==> src/include/bus_arb_config.svh <==
// ##########################################################
// sizes and credit constants of the bid-arbitrated bus,
// included by the package and by every module using them
// ##########################################################

`ifndef BUS_ARB_CONFIG_SVH
`define BUS_ARB_CONFIG_SVH

// ##########################################################
// bus shape

`define BA_NUM_MASTERS   4      // requesters on the shared bus
`define BA_NUM_SLAVES    4      // slaves decoded from adr[15:12]
`define BA_ADDR_W        16     // top nibble picks the slave
`define BA_DATA_W        32
`define BA_BID_W         4      // bid of zero means no request

// ##########################################################
// credit and starvation

`define BA_BAL_W         10     // wide enough for the ceiling
`define BA_BAL_INIT      750    // balance out of reset
`define BA_BAL_REFILL    750    // added once per refill period
`define BA_BAL_MAX       900    // refill never goes past this
`define BA_REFILL_PERIOD 400    // cycles between refills
`define BA_STARVE_LIMIT  60     // waiting cycles before forced grant

`endif

==> src/bus_arb_pkg.sv <==
// ##########################################################
// request, response and index types shared by the RTL
// and the testbench, sized from the config header
// ##########################################################

`include "bus_arb_config.svh"

package bus_arb_pkg;

    // ######################################################
    // scalar types

    typedef logic [`BA_NUM_MASTERS-1:0]         grant_t;    // one-hot owner, zero when idle
    typedef logic [`BA_BID_W-1:0]               bid_t;
    typedef logic [`BA_BAL_W-1:0]               balance_t;
    typedef logic [$clog2(`BA_NUM_MASTERS)-1:0] mst_idx_t;

    // ######################################################
    // bus records

    // what a master drives, Wishbone classic plus its bid
    typedef struct packed {
        logic                  cyc;
        logic                  stb;
        logic                  we;
        logic [`BA_ADDR_W-1:0] adr;
        logic [`BA_DATA_W-1:0] dat;
        bid_t                  bid;
    } mst_req_t;

    // what a slave sees from the current owner
    typedef struct packed {
        logic                  cyc;
        logic                  stb;
        logic                  we;
        logic [`BA_ADDR_W-1:0] adr;
        logic [`BA_DATA_W-1:0] dat;
    } wb_req_t;

    typedef struct packed {
        logic [`BA_DATA_W-1:0] dat;    // read data, valid with ack
        logic                  ack;    // single-cycle pulse
    } wb_rsp_t;

endpackage

==> src/addr_router.sv <==
// ##########################################################
// combinational path from the bus owner to the slave picked
// by adr[15:12]; unmapped addresses are acked here
// ##########################################################

`include "bus_arb_config.svh"

module addr_router import bus_arb_pkg::*; (
    input  mst_req_t mst_req [`BA_NUM_MASTERS],
    input  grant_t   grant,
    output wb_rsp_t  mst_rsp [`BA_NUM_MASTERS],
    output wb_req_t  slv_req [`BA_NUM_SLAVES],
    input  wb_rsp_t  slv_rsp [`BA_NUM_SLAVES]
);

    localparam int N      = `BA_NUM_MASTERS;
    localparam int S      = `BA_NUM_SLAVES;
    localparam int SLV_IW = $clog2(`BA_NUM_SLAVES);

    mst_req_t          owner_req;
    logic [3:0]        sel;          // top address nibble
    logic              mapped;
    logic [SLV_IW-1:0] slv_idx;
    wb_rsp_t           sel_rsp;

    // ######################################################
    // owner request and slave decode

    always_comb begin
        owner_req = '0;              // idle bus drives nothing
        for (int i = 0; i < N; i++) begin
            if (grant[i]) begin
                owner_req = mst_req[i];
            end
        end
    end

    assign sel     = owner_req.adr[`BA_ADDR_W-1 -: 4];
    assign mapped  = (sel < 4'(S));
    assign slv_idx = sel[SLV_IW-1:0];

    // payload goes to every slave, only the addressed one sees cyc and stb
    always_comb begin
        for (int s = 0; s < S; s++) begin
            slv_req[s].cyc = owner_req.cyc & mapped & (slv_idx == SLV_IW'(s));
            slv_req[s].stb = owner_req.stb & mapped & (slv_idx == SLV_IW'(s));
            slv_req[s].we  = owner_req.we;
            slv_req[s].adr = owner_req.adr;
            slv_req[s].dat = owner_req.dat;
        end
    end

    // ######################################################
    // response back to the owner

    always_comb begin
        if (mapped) begin
            sel_rsp = slv_rsp[slv_idx];
        end else begin
            sel_rsp.dat = '0;                               // no slave there, read zero
            sel_rsp.ack = owner_req.cyc & owner_req.stb;    // same-cycle ack
        end
        for (int i = 0; i < N; i++) begin
            mst_rsp[i].dat = sel_rsp.dat;
            mst_rsp[i].ack = grant[i] & sel_rsp.ack;
        end
    end

endmodule

==> src/bid_arbiter.sv <==
// ##########################################################
// bus ownership register and winner selection, also owns
// the refill timer and one credit bank per master
// ##########################################################

`include "bus_arb_config.svh"

module bid_arbiter import bus_arb_pkg::*; (
    input  logic                       clk,
    input  logic                       rst,
    input  mst_req_t                   mst_req [`BA_NUM_MASTERS],
    input  logic [`BA_NUM_MASTERS-1:0] starving,
    output grant_t                     grant
);

    localparam int N     = `BA_NUM_MASTERS;
    localparam int REF_W = $clog2(`BA_REFILL_PERIOD);

    logic [REF_W-1:0] refill_cnt;
    logic             refill;
    mst_idx_t         rr_ptr;         // last owner
    logic [N-1:0]     afford;
    logic [N-1:0]     charge;
    logic [N-1:0]     cyc_vec;
    logic [N-1:0]     starve_cand;
    logic [N-1:0]     bid_cand;
    logic [N-1:0]     tie_cand;
    bid_t             top_bid;
    grant_t           winner;
    mst_idx_t         winner_idx;
    mst_idx_t         scan_idx;
    logic             owner_cyc;

    // ######################################################
    // shared refill timer, pulses on the last cycle of each period

    always_ff @(posedge clk or posedge rst) begin
        if (rst) begin
            refill_cnt <= '0;
        end else if (refill) begin
            refill_cnt <= '0;
        end else begin
            refill_cnt <= refill_cnt + 1'b1;
        end
    end

    assign refill = (refill_cnt == REF_W'(`BA_REFILL_PERIOD - 1));

    // ######################################################
    // candidates and the top affordable bid

    always_comb begin
        top_bid = '0;
        for (int i = 0; i < N; i++) begin
            cyc_vec[i]     = mst_req[i].cyc;
            starve_cand[i] = mst_req[i].cyc & starving[i];
            bid_cand[i]    = mst_req[i].cyc & (mst_req[i].bid != '0) & afford[i];
            if (bid_cand[i] && (mst_req[i].bid > top_bid)) begin
                top_bid = mst_req[i].bid;
            end
        end
        for (int i = 0; i < N; i++) begin
            tie_cand[i] = bid_cand[i] & (mst_req[i].bid == top_bid);
        end
    end

    // starving masters first, lowest index; otherwise first tie after rr_ptr
    always_comb begin
        winner     = '0;
        winner_idx = rr_ptr;
        scan_idx   = rr_ptr;
        if (|starve_cand) begin
            for (int i = N - 1; i >= 0; i--) begin
                if (starve_cand[i]) begin
                    winner_idx = mst_idx_t'(i);    // lower index overwrites
                end
            end
            winner = grant_t'(1) << winner_idx;
        end else if (|tie_cand) begin
            for (int k = N; k >= 1; k--) begin     // nearest after rr_ptr is taken last
                scan_idx = mst_idx_t'((int'(rr_ptr) + k) % N);
                if (tie_cand[scan_idx]) begin
                    winner_idx = scan_idx;
                end
            end
            winner = grant_t'(1) << winner_idx;
        end
    end

    // ######################################################
    // ownership, held while the owner keeps cyc

    assign owner_cyc = |(grant & cyc_vec);

    always_ff @(posedge clk or posedge rst) begin
        if (rst) begin
            grant  <= '0;
            rr_ptr <= mst_idx_t'(N - 1);
        end else if (grant != '0) begin
            if (!owner_cyc) begin
                grant <= '0;                       // one idle cycle after each tenure
            end
        end else if (winner != '0) begin
            grant  <= winner;
            rr_ptr <= winner_idx;
        end
    end

    assign charge = (grant == '0) ? winner : '0;   // bid is paid on the granting edge

    for (genvar i = 0; i < N; i++) begin : g_bank
        credit_bank u_bank (
            .clk    (clk),
            .rst    (rst),
            .bid    (mst_req[i].bid),
            .charge (charge[i]),
            .refill (refill),
            .afford (afford[i])
        );
    end

endmodule

==> src/bus_arb_top.sv <==
// ##########################################################
// shared bus top level, four masters to four slaves with
// bid arbitration, credit, starvation guard and routing
// ##########################################################

`include "bus_arb_config.svh"

module bus_arb_top import bus_arb_pkg::*; (
    input  logic     clk,
    input  logic     rst,
    input  mst_req_t mst_req [`BA_NUM_MASTERS],
    output wb_rsp_t  mst_rsp [`BA_NUM_MASTERS],
    output wb_req_t  slv_req [`BA_NUM_SLAVES],
    input  wb_rsp_t  slv_rsp [`BA_NUM_SLAVES],
    output grant_t   grant
);

    logic [`BA_NUM_MASTERS-1:0] starving;    // per master, waited too long

    // ######################################################
    // arbitration with its credit banks

    bid_arbiter u_arbiter (
        .clk      (clk),
        .rst      (rst),
        .mst_req  (mst_req),
        .starving (starving),
        .grant    (grant)
    );

    // ######################################################
    // wait counters, fed back into the winner rule

    starve_guard u_starve (
        .clk      (clk),
        .rst      (rst),
        .mst_req  (mst_req),
        .grant    (grant),
        .starving (starving)
    );

    // ######################################################
    // owner to slave data path

    addr_router u_router (
        .mst_req (mst_req),
        .grant   (grant),
        .mst_rsp (mst_rsp),
        .slv_req (slv_req),
        .slv_rsp (slv_rsp)
    );

endmodule

==> src/credit_bank.sv <==
// ##########################################################
// credit balance of one master, capped refill then
// floored charge, and a flag for an affordable bid
// ##########################################################

`include "bus_arb_config.svh"

module credit_bank import bus_arb_pkg::*; (
    input  logic clk,
    input  logic rst,
    input  bid_t bid,
    input  logic charge,
    input  logic refill,
    output logic afford
);

    localparam int W     = `BA_BAL_W;
    localparam int SUM_W = W + 1;

    balance_t         balance;
    balance_t         topped;     // balance after this cycle's refill
    balance_t         cost;
    logic [SUM_W-1:0] sum;

    assign cost = balance_t'(bid);
    assign sum  = {1'b0, balance} + SUM_W'(`BA_BAL_REFILL);

    always_comb begin
        topped = balance;
        if (refill) begin
            if (sum > SUM_W'(`BA_BAL_MAX)) begin
                topped = balance_t'(`BA_BAL_MAX);
            end else begin
                topped = sum[W-1:0];
            end
        end
    end

    always_ff @(posedge clk or posedge rst) begin
        if (rst) begin
            balance <= balance_t'(`BA_BAL_INIT);
        end else if (charge) begin
            balance <= (topped >= cost) ? topped - cost : '0;    // floors at zero
        end else begin
            balance <= topped;
        end
    end

    assign afford = (balance >= cost);

endmodule

==> src/starve_guard.sv <==
// ##########################################################
// per-master wait counters, a master waiting long enough
// is flagged so the arbiter grants it next
// ##########################################################

`include "bus_arb_config.svh"

module starve_guard import bus_arb_pkg::*; (
    input  logic                       clk,
    input  logic                       rst,
    input  mst_req_t                   mst_req [`BA_NUM_MASTERS],
    input  grant_t                     grant,
    output logic [`BA_NUM_MASTERS-1:0] starving
);

    localparam int N     = `BA_NUM_MASTERS;
    localparam int CNT_W = $clog2(`BA_STARVE_LIMIT + 1);

    logic [CNT_W-1:0] wait_cnt [N];

    // counts only while requesting and not the owner
    always_ff @(posedge clk or posedge rst) begin
        if (rst) begin
            for (int i = 0; i < N; i++) begin
                wait_cnt[i] <= '0;
            end
        end else begin
            for (int i = 0; i < N; i++) begin
                if (!mst_req[i].cyc || grant[i]) begin
                    wait_cnt[i] <= '0;
                end else if (wait_cnt[i] != CNT_W'(`BA_STARVE_LIMIT)) begin
                    wait_cnt[i] <= wait_cnt[i] + 1'b1;    // sticks at the limit
                end
            end
        end
    end

    always_comb begin
        for (int i = 0; i < N; i++) begin
            starving[i] = (wait_cnt[i] >= CNT_W'(`BA_STARVE_LIMIT));
        end
    end

endmodule

==> config.mk <==
export PLATFORM = sky130hd
export DESIGN_NAME = bus_arb_top
export DESIGN_NICKNAME = d
export VERILOG_FILES = /design/src/bus_arb_pkg.sv /design/src/addr_router.sv /design/src/bid_arbiter.sv /design/src/bus_arb_top.sv /design/src/credit_bank.sv /design/src/starve_guard.sv
export VERILOG_INCLUDE_DIRS = /design/src /design/src/include
export SDC_FILE = /design/constraint.sdc
export NUM_CORES = 1
export LEC_CHECK = 0
export BUFFER_PORTS_ARGS = -buffer_cell sky130_fd_sc_hd__buf_2
export CAP_MARGIN = 10
export CORE_AREA = 5 5 269 271
export CTS_BUF_LIST = sky130_fd_sc_hd__clkbuf_4 sky130_fd_sc_hd__clkbuf_8
export CTS_CLUSTER_SIZE = 8
export DETAILED_ROUTE_END_ITERATION = 6
export DIE_AREA = 0 0 274 276
export PLACE_DENSITY_LB_ADDON = 0.1
export SLEW_MARGIN = 20
export SYNTH_ARGS = -nofsm -noshare
export SYNTH_HDL_FRONTEND = slang
export SYNTH_SLANG_ARGS = --single-unit
==> constraint.sdc <==
create_clock -name clk -period 12.4 [get_ports clk]
set_input_delay 1.86 -clock clk [delete_from_list [all_inputs] [get_ports clk]]
set_output_delay 1.86 -clock clk [all_outputs]
set_load 0.1 [all_outputs]
Yosys cells after proc, flatten, opt, wreduce, memory -nomap -nowiden:

Index checks and enable logic that the tools add are counted.

* register bits after elaboration: 79
* input bits: 354
* output and inout bits: 340
* word-level logic and storage cells: 198

* add/subtract/negate cells: 17
* magnitude comparators: 26
* eq/ne operators: 13
* shifts and indexed selects: 2
* mux-type cells: 64
* bitwise logic cells: 34
* reduce and logical (&&, ||, !) cells: 31

Operator list (count)
* 55-bit two-way mux: 4
* 10-bit two-way mux: 16
* 33-bit two-way mux: 3
* 10-bit by 4-bit greater-or-equal comparator with 1-bit output: 8
* 33-bit binary-select mux with 2-bit select: 1
* 6-bit two-way mux: 8
* 10-bit by 10-bit adder with 11-bit output (second input constant): 4
* 11-bit by 10-bit > comparator with 1-bit output (second input constant): 4
* 4-bit two-way mux: 10
* 10-bit by 4-bit subtractor with 10-bit output: 4
* 1-bit bitwise AND: 31
* 2-bit two-way mux: 13
* 6-bit by 1-bit adder with 6-bit output (second input constant): 4
* 6-bit greater-or-equal comparator (second input constant): 4
* 6-bit inequality test (second input constant): 4
* 4-bit nonzero test: 6
* 4-bit equality test: 4
* 4-bit > comparator: 3
* 2-bit by 3-bit < comparator with 1-bit output (second input constant): 4
* 2-bit nonzero test: 6
* 4-bit OR reduction: 3
* 9-bit by 1-bit adder with 9-bit output (second input constant): 1
* 9-bit equality test (second input constant): 1
* 9-bit two-way mux: 1
* 21 further kinds: 40

Logic depth before layout (Yosys ltp):

Gate-level depths: netlist (run 1).

* depth in word-level cells: 30
* gate-level depth with buffers: 38
* mapped depth without buffers: 34

Cells and area by module:

Synthesis (run 1) repeated with hierarchy kept, for this count alone.

* cells, all modules: 1747
* area total of the unflattened synthesis: 12893.6 µm²

By module, submodules not included
* addr_router: times used 1, cells each 776, area an instance 4556.9 µm²
* credit_bank at u_arbiter.g_bank[0].u_bank ...: times used 3, cells each 143, area an instance 1239.9 µm²
* bid_arbiter: times used 1, cells each 257, area an instance 2010.7 µm²
* starve_guard: times used 1, cells each 135, area an instance 1335.0 µm²
* credit_bank at u_arbiter.g_bank[3].u_bank: times used 1, cells each 150, area an instance 1271.2 µm²

Least setup slack after synthesis (run 1):

OpenSTA, ideal clock, no wires.

* path kind: input-to-reg
* from: in mst_req[168] (netlist name)
* to: reg u_arbiter.g_bank[1].u_bank.balance[4]
* setup time: 0.128 ns
* arrival time: 8.528 ns
* setup slack: 3.745 ns
* stages on the path: 33
* path buffers: 1
* cells stage by stage: inv_1 > ha_1 > nand2_1 > o2111ai_1 > and3_1 > inv_1 > ha_1 > a21oi_1 > nor2b_1 > o311ai_2 > or2b_1 > buf_6 > mux2i_2 > ha_1 > a21o_1 > o21ai_1 > nor2_2 > a211oi_2 > or2_2 > ha_1 > nor2b_1 > o211a_1 > o21ai_1 > nor2_1 > or4_1 > o311ai_1 > o31ai_1 > nor4_4 > a211oi_1 > o41ai_2 > a32oi_2 > nor3_1 > mux2_1

* cells in the longest elaborated chain, start to end: 29
* elaborated cells on any way between the ends: 44
* those cells by class: order compare: 5; eq/ne: 4; shift: 1; mux: 22; bitwise: 6; reduce/logical: 6

Ends and longest elaborated chain
* start, declared: line bus_arb_top.sv:11 `` input mst_req_t mst_req [`BA_NUM_MASTERS], ``
* branches (longest 25 deep; another with 10-bit by 4-bit greater-or-equal comparator with 1-bit output)
* 4-bit two-way mux (*): line bid_arbiter.sv:79 `end else if (|tie_cand) begin`
* 4-bit two-way mux (*): line bid_arbiter.sv:72 `if (|starve_cand) begin`
* 4-bit two-way mux (*): line bid_arbiter.sv:109 `assign charge = (grant == '0) ? winner : '0;`
* 10-bit two-way mux (*): line credit_bank.sv:42 `end else if (charge) begin`
* end signal, assigned: line credit_bank.sv:41 `` balance <= balance_t'(`BA_BAL_INIT); ``
* end signal, assigned: line credit_bank.sv:43 `balance <= (topped >= cost) ? topped - cost : '0;`
* end signal, assigned: line credit_bank.sv:45 `balance <= topped;`
* end, declared: line credit_bank.sv:20 `balance_t balance;`

Mark *: on every way between the ends. The select of a mux whose other input is x is not followed.
A chain may end at the register's enable or synchronous reset.

Final worst setup path (run 1):

Same ends and word-level chain as after synthesis.

==> results of run 1 <==
==> worst max-delay path, delay by kind of cell <==
family | cells | cell delay (ns)
AO/OA/AOI/OAI | 13 | 3.40
adder cells (fa/ha/maj) | 4 | 1.05
buffers and inverters | 3 | 0.32
multiplexers | 2 | 0.80
AND/OR/NAND/NOR | 11 | 3.17
==> layer usage <==
metal / GRT usage (%) / vias to the layer above / part of all wire (%)
li1: - / 6159 / -
met1: 21.1 / 6410 / 41
met2: 33.2 / 533 / 52
met3: 2.09 / 58 / 4.9
met4: 3.70 / 4 / 1.9
met5: 0 / - / 0.035
==> path summary, 6_finish.rpt <==
| check | from | endpoint | cells after the start |
|---|---|---|---|
| max | mst_req[168] | u_arbiter.g_bank[1].u_bank.balance[4] | 33 |
| min | u_arbiter.refill_cnt[0] | u_arbiter.refill_cnt[0] | 1 |
| max reg2reg | u_arbiter.g_bank[0].u_bank.balance[0] | u_arbiter.g_bank[1].u_bank.balance[4] | 33 |
| min reg2reg | u_arbiter.refill_cnt[0] | u_arbiter.refill_cnt[0] | 1 |
| max in group asynchronous | rst | u_arbiter.grant[3] | 3 |
| min in group asynchronous | rst | u_arbiter.grant[2] | 2 |
==> final cells by class <==
type                    instances  area [µm²]  share of cell area, %
inverters                      60         225                   1.51
multi-input cells            1109        7590                   51.0
clock buffers                   9         124                  0.833
repair buffers                715        3630                   24.4
diodes                          6        15.0                  0.101
flip-flops and latches         79        2020                   13.6
clock inverters                 7        86.3                  0.581
well taps                     940        1180                   7.91
==> synthesized netlist by cell type, drive strengths merged, types with 6 or more instances <==
cell | number | share of area, %
a211oi | 8 | 0.67
a21o | 26 | 1.6
a21oi | 111 | 4.7
a22oi | 51 | 3.2
a31oi | 9 | 0.47
a41oi | 6 | 0.57
and2 | 14 | 0.73
and3 | 13 | 0.72
and4 | 8 | 0.59
buf | 263 | 16
clkbuf | 58 | 1.8
dfrtp | 49 | 10
dfstp | 30 | 6.6
ha | 57 | 6.0
inv | 60 | 1.9
mux2 | 10 | 0.98
mux2i | 17 | 1.5
mux4 | 33 | 6.2
nand2 | 161 | 5.1
nand2b | 21 | 1.1
nand3 | 38 | 1.6
nand4 | 20 | 1.0
nor2 | 134 | 4.2
nor2b | 47 | 2.5
nor3 | 32 | 1.4
nor4 | 14 | 0.91
o211ai | 6 | 0.38
o21ai | 96 | 4.0
o22ai | 9 | 0.47
o31ai | 16 | 1.2
o41ai | 7 | 0.58
or2 | 9 | 0.47
or3 | 9 | 0.47
or4 | 7 | 0.44
xnor2 | 25 | 1.9
xor2 | 25 | 1.8
==> per-stage QoR <==
step / instance area (µm²) / worst slack (ns) / utilization (%) / hold slack [ns] / cells
floorplan: 11900 / 3.74 / - / 0.433 / 1569
global placement: 14600 / 1.88 / 21.1 / 0.455 / 2903
detailed placement: 14600 / 1.72 / 21.1 / 0.463 / 2903
CTS: 14800 / 2.11 / 21.4 / 0.479 / 2919
global route: 14900 / 1.36 / 21.4 / 0.504 / 2923
finish: 14900 / 2.05 / 21.4 / 0.473 / 2925
==> flip-flops by register name, summed over array words and instances (netlist names) <==
signal,count
u_arbiter.g_bank.u_bank.balance,40
u_arbiter.grant,4
u_arbiter.refill_cnt,9
u_arbiter.rr_ptr,2
u_starve.wait_cnt,24
==> logic make-up (layout without fill, tap and decap cells) <==
logic type                 Yosys count  count (layout)
buffers and inverters              381             791
adders and majority gates           61              61
DFF                                 79              79
AOI/OAI and AO/OA                  397             397
and+or+nand+nor                    541             541
xor gates and xnor gates            50              50
other                                0               6
muxes                               60              60
==> results.ini, run 1 <==
[global_routing]
grt_pass1_vias = 12900
antenna_found_initial = 25
grt_usage_pct = 17.5
grt_overflow = 0
grt_first_pass_wirelength_um = 97200
grt_max_degree = 57

[yosys]
synth_top_family_by_area = simple AND/OR/NAND/NOR gates
synth-edff-count = 0
synth_compound_area_share_pct = 21.9
syn_nets = 1984
synth_area_mm2 = 0.0119
avgSynthCellArea_um2 = 7.60
synth-seq-area-share_pct = 16.9
synth.distinct_cells = 96
synthXorXnorAreaFrac_pct = 3.73
ys_warn_count = 0
synthAdderAreaFrac_pct = 6.65
synthSimpleGateAreaFrac_pct = 22.3
synthMuxAreaShare_pct = 8.67
ys_seq_elements = 79
ys.flop_type = dfrtp_1
async_reset_ff_share_pct = 100
syn_inst = 1569

[place]
dpl.hpwl_um = 60400
port_buffers = 693
gp_congestion = 0.948

[clocking]
ctsResizeCount = 0
post_cts_buffers = 0
cts_htree_levels = 3
clock_sinks = 79
cts_buffers = 9
clock_path_buffers = 2
insertion_delay_ns = 0.40
cts.hold.buffers_added = 0
tritoncts = built
clockRootBuffer = clkbuf_8
clkSlewWorstSetupHoldPaths_ns = 0.11

[cells_and_area]
layout_common_cells = buf_2, nand2_1, nor2_1
layout-drive-gt1-share_pct = 42.7
nets = 2389
syn_to_final_growth_pct = 24.7
final_common_cell = buf_2
nFillCells = 7934

[critical_path]
worstPathRequired_ns = 12.66
crit_path_end_kind = flop
cp_slowest_cell = or4_1
crit_type = input port to flop
crit_top_cell = ha_1
crit_path_max_fanout = 16
worstPathArrival_ns = 10.62
slowest_delay_ns = 0.59
rrSetupSlack_ns = 3.32
worstSetupStartpointType = input port

[floorplanning]
ios = 694
dieArea_mm2 = 0.0756
initial_core_util_pct = 17.1
num_rows = 97
fp.dieW_um = 274
core_area_mm2 = 0.0695
die-height_um = 276

[routing]
drc = 0
detail_route.vias_per_cell = 4.50
first_pass_iters = 5
wl_per_cell_um = 24.2
vias = 13200
dr.first_iter.drc_count = 673
postRouteWirelength_um = 70800
ant_nets = 0

[timing]
fin_worst_skew_ns = 0.0215
clock.fmax_mhz = 96.6
fin_tns_setup_ns = 0
relSlewSlack_pct = 17.0
drv_slew = 0
grt_setup_unrepaired = false
layout_worst_path_cycle_share_pct = 83.5
hold_viol = 0
setup_viol = 0
finalCriticalPeriod_ns = 10.35
worst_pin_slew_ns = 1.23

[status]
outcome = finished, final reports clean

[job]
max-cap-violations = 0

[worst_hold_path]
hp-class = flop to flop

Power of run 1 is left out: the tool's default activity adds up to more than one toggle a clock period on the data nets, which glitch-free logic cannot reach.
==> run 2, diff against run 1 <==
CORE_AREA = 5 5 265 267   (was 5 5 269 271)
DIE_AREA = 0 0 270 272   (was 0 0 274 276)
clock period = 10 ns   (was 12.4 ns; I/O delays follow)
==> results.ini, run 2 (synthesized netlist as in run 1, its figures left out) <==
[global_routing]
grt_pass1_vias = 13100  ; was 12900
use_met2_pct = 36.3  ; was 33.2%
grt_usage_pct = 18.6  ; was 17.5%
grt_overflow = 0  ; unchanged
antenna_found_initial = 27  ; was 25
grt_first_pass_wirelength_um = 99600  ; was 97200 µm
gr-usage-met1_pct = 21.4  ; was 21.1%
grt_max_degree = 82  ; was 57
grt-busiest-layer = met2  ; unchanged
use_met3_pct = 2.77  ; was 2.09%

[critical_path]
cp_slowest_cell = nor3_1  ; was or4_1
worstPathArrival_ns = 9.55  ; was 10.62 ns
worstPathRequired_ns = 10.33  ; was 12.66 ns
rrSetupSlack_ns = 1.69  ; was 3.32 ns
worstSetupStartpointType = input port  ; unchanged
crit_type = input port to flop  ; unchanged
crit_top_cell = ha_1  ; unchanged
slowest_delay_ns = 0.58  ; was 0.59 ns
crit_path_end_kind = flop  ; unchanged
crit_path_max_fanout = 10  ; was 16

[cells_and_area]
syn_to_final_growth_pct = 24.7  ; about the same
nFillCells = 7680  ; was 7934
final_common_cell = buf_2  ; unchanged
layout_common_cells = buf_2, nand2_1, nor2_1  ; unchanged
reg_top3 = u_arbiter.g_bank.u_bank.balance: 40 flops, u_starve.wait_cnt: 24 flops, u_arbiter.refill_cnt: 9 flops  ; unchanged
top_register = u_arbiter.g_bank.u_bank.balance  ; unchanged
largest_reg_flops = 40  ; unchanged
layout-drive-gt1-share_pct = 43.2  ; was 42.7%
fin_util_pct = 21.9  ; was 21.4%
nets = 2404  ; was 2389

[routing]
dr.first_iter.drc_count = 717  ; was 673
postRouteWirelength_um = 72500  ; was 70800 µm
drc = 0  ; unchanged
detail_route.vias_per_cell = 4.56  ; was 4.50
ant_nets = 0  ; unchanged
wl_per_cell_um = 25.2  ; was 24.2 µm
vias = 13100  ; was 13200
first_pass_iters = 5  ; unchanged

[timing]
layout_worst_path_cycle_share_pct = 92.2
fin_worst_skew_ns = 0.0144  ; was 0.0215 ns
worst_pin_slew_ns = 1.02  ; was 1.23 ns
fin_tns_setup_ns = 0  ; unchanged
finalCriticalPeriod_ns = 9.22
clock.fmax_mhz = 108
hold_viol = 0  ; unchanged
relSlewSlack_pct = 31.0  ; was 17.0%
setup_viol = 0  ; unchanged
drv_slew = 0  ; unchanged
whs_ns = 0.486  ; was 0.473 ns
grt_setup_unrepaired = false  ; unchanged

[floorplanning]
dieArea_mm2 = 0.0734  ; was 0.0756 mm²
num_rows = 96  ; was 97
core_area_mm2 = 0.0679  ; was 0.0695 mm²
die-height_um = 272  ; was 276 µm
ios = 694  ; unchanged
fp.dieW_um = 270  ; was 274 µm
initial_core_util_pct = 17.6  ; was 17.1%

[status]
outcome = finished, final reports clean  ; unchanged

[clocking]
clock_sinks = 79  ; unchanged
cts_htree_levels = 3  ; unchanged
clockRootBuffer = clkbuf_8  ; unchanged
ctsResizeCount = 0  ; unchanged
clock_path_buffers = 2  ; unchanged
cts.hold.buffers_added = 0  ; unchanged
clkSlewWorstSetupHoldPaths_ns = 0.10  ; was 0.11 ns
insertion_delay_ns = 0.39  ; was 0.40 ns
post_cts_buffers = 0  ; unchanged
tritoncts = built  ; unchanged
cts_buffers = 9  ; unchanged

[place]
dpl.hpwl_um = 62700  ; was 60400 µm
gp_congestion = 0.920  ; was 0.948
port_buffers = 693  ; unchanged

[worst_hold_path]
hp-class = flop to flop  ; unchanged

[job]
max-cap-violations = 0  ; unchanged

[run 2: per-stage QoR]
stage          cells  worst slack, ns  cell area [µm²]
2_1_floorplan   1569             1.70            11900
3_3_place_gp    2860            0.481            14700
3_5_place_dp    2860            0.396            14700
4_1_cts         2876            0.824            14900
5_1_grt         2877            0.106            14900
6_report        2880            0.776            14900
[run 2: final timing paths]
| kind | start | endpoint | depth (start not counted) |
|---|---|---|---|
| max | mst_req[168] | u_arbiter.g_bank[1].u_bank.balance[9] | 34 |
| min | u_arbiter.refill_cnt[0] | u_arbiter.refill_cnt[0] | 1 |
| max reg2reg | u_arbiter.g_bank[0].u_bank.balance[0] | u_arbiter.g_bank[1].u_bank.balance[9] | 34 |
| min reg2reg | u_arbiter.refill_cnt[0] | u_arbiter.refill_cnt[0] | 1 |
| max in group asynchronous | rst | u_arbiter.grant[3] | 3 |
| min in group asynchronous | rst | u_starve.wait_cnt[12] | 2 |
[run 2: area by class of cell]
cell class                 count  area, µm²  area share (%)
sequential                    79       2020            13.6
antenna                        4       10.0          0.0673
clock inverter                 6       42.5           0.286
inverter                      60        225            1.51
tap                          882       1100            7.42
clock buffer                  10        138           0.925
timing repair buffer         730       3750            25.2
multi-input combinational   1109       7590            51.0
[run 2: per-layer routing]
metal | part of all wire (%) | vias to the layer above
li1 | - | 6186
met1 | 39 | 6327
met2 | 54 | 551
met3 | 4.7 | 72
met4 | 2.4 | 4
met5 | 0.032 | -
[run 2: critical path, delay by kind of cell]
family | cells | cell delay, ns
AOI/OAI and AO/OA | 13 | 2.70
adders and majority gates | 4 | 1.02
buffers and inverters | 4 | 0.49
muxes | 1 | 0.23
and+or+nand+nor | 12 | 3.60
Power of run 2 is left out for the same reason.
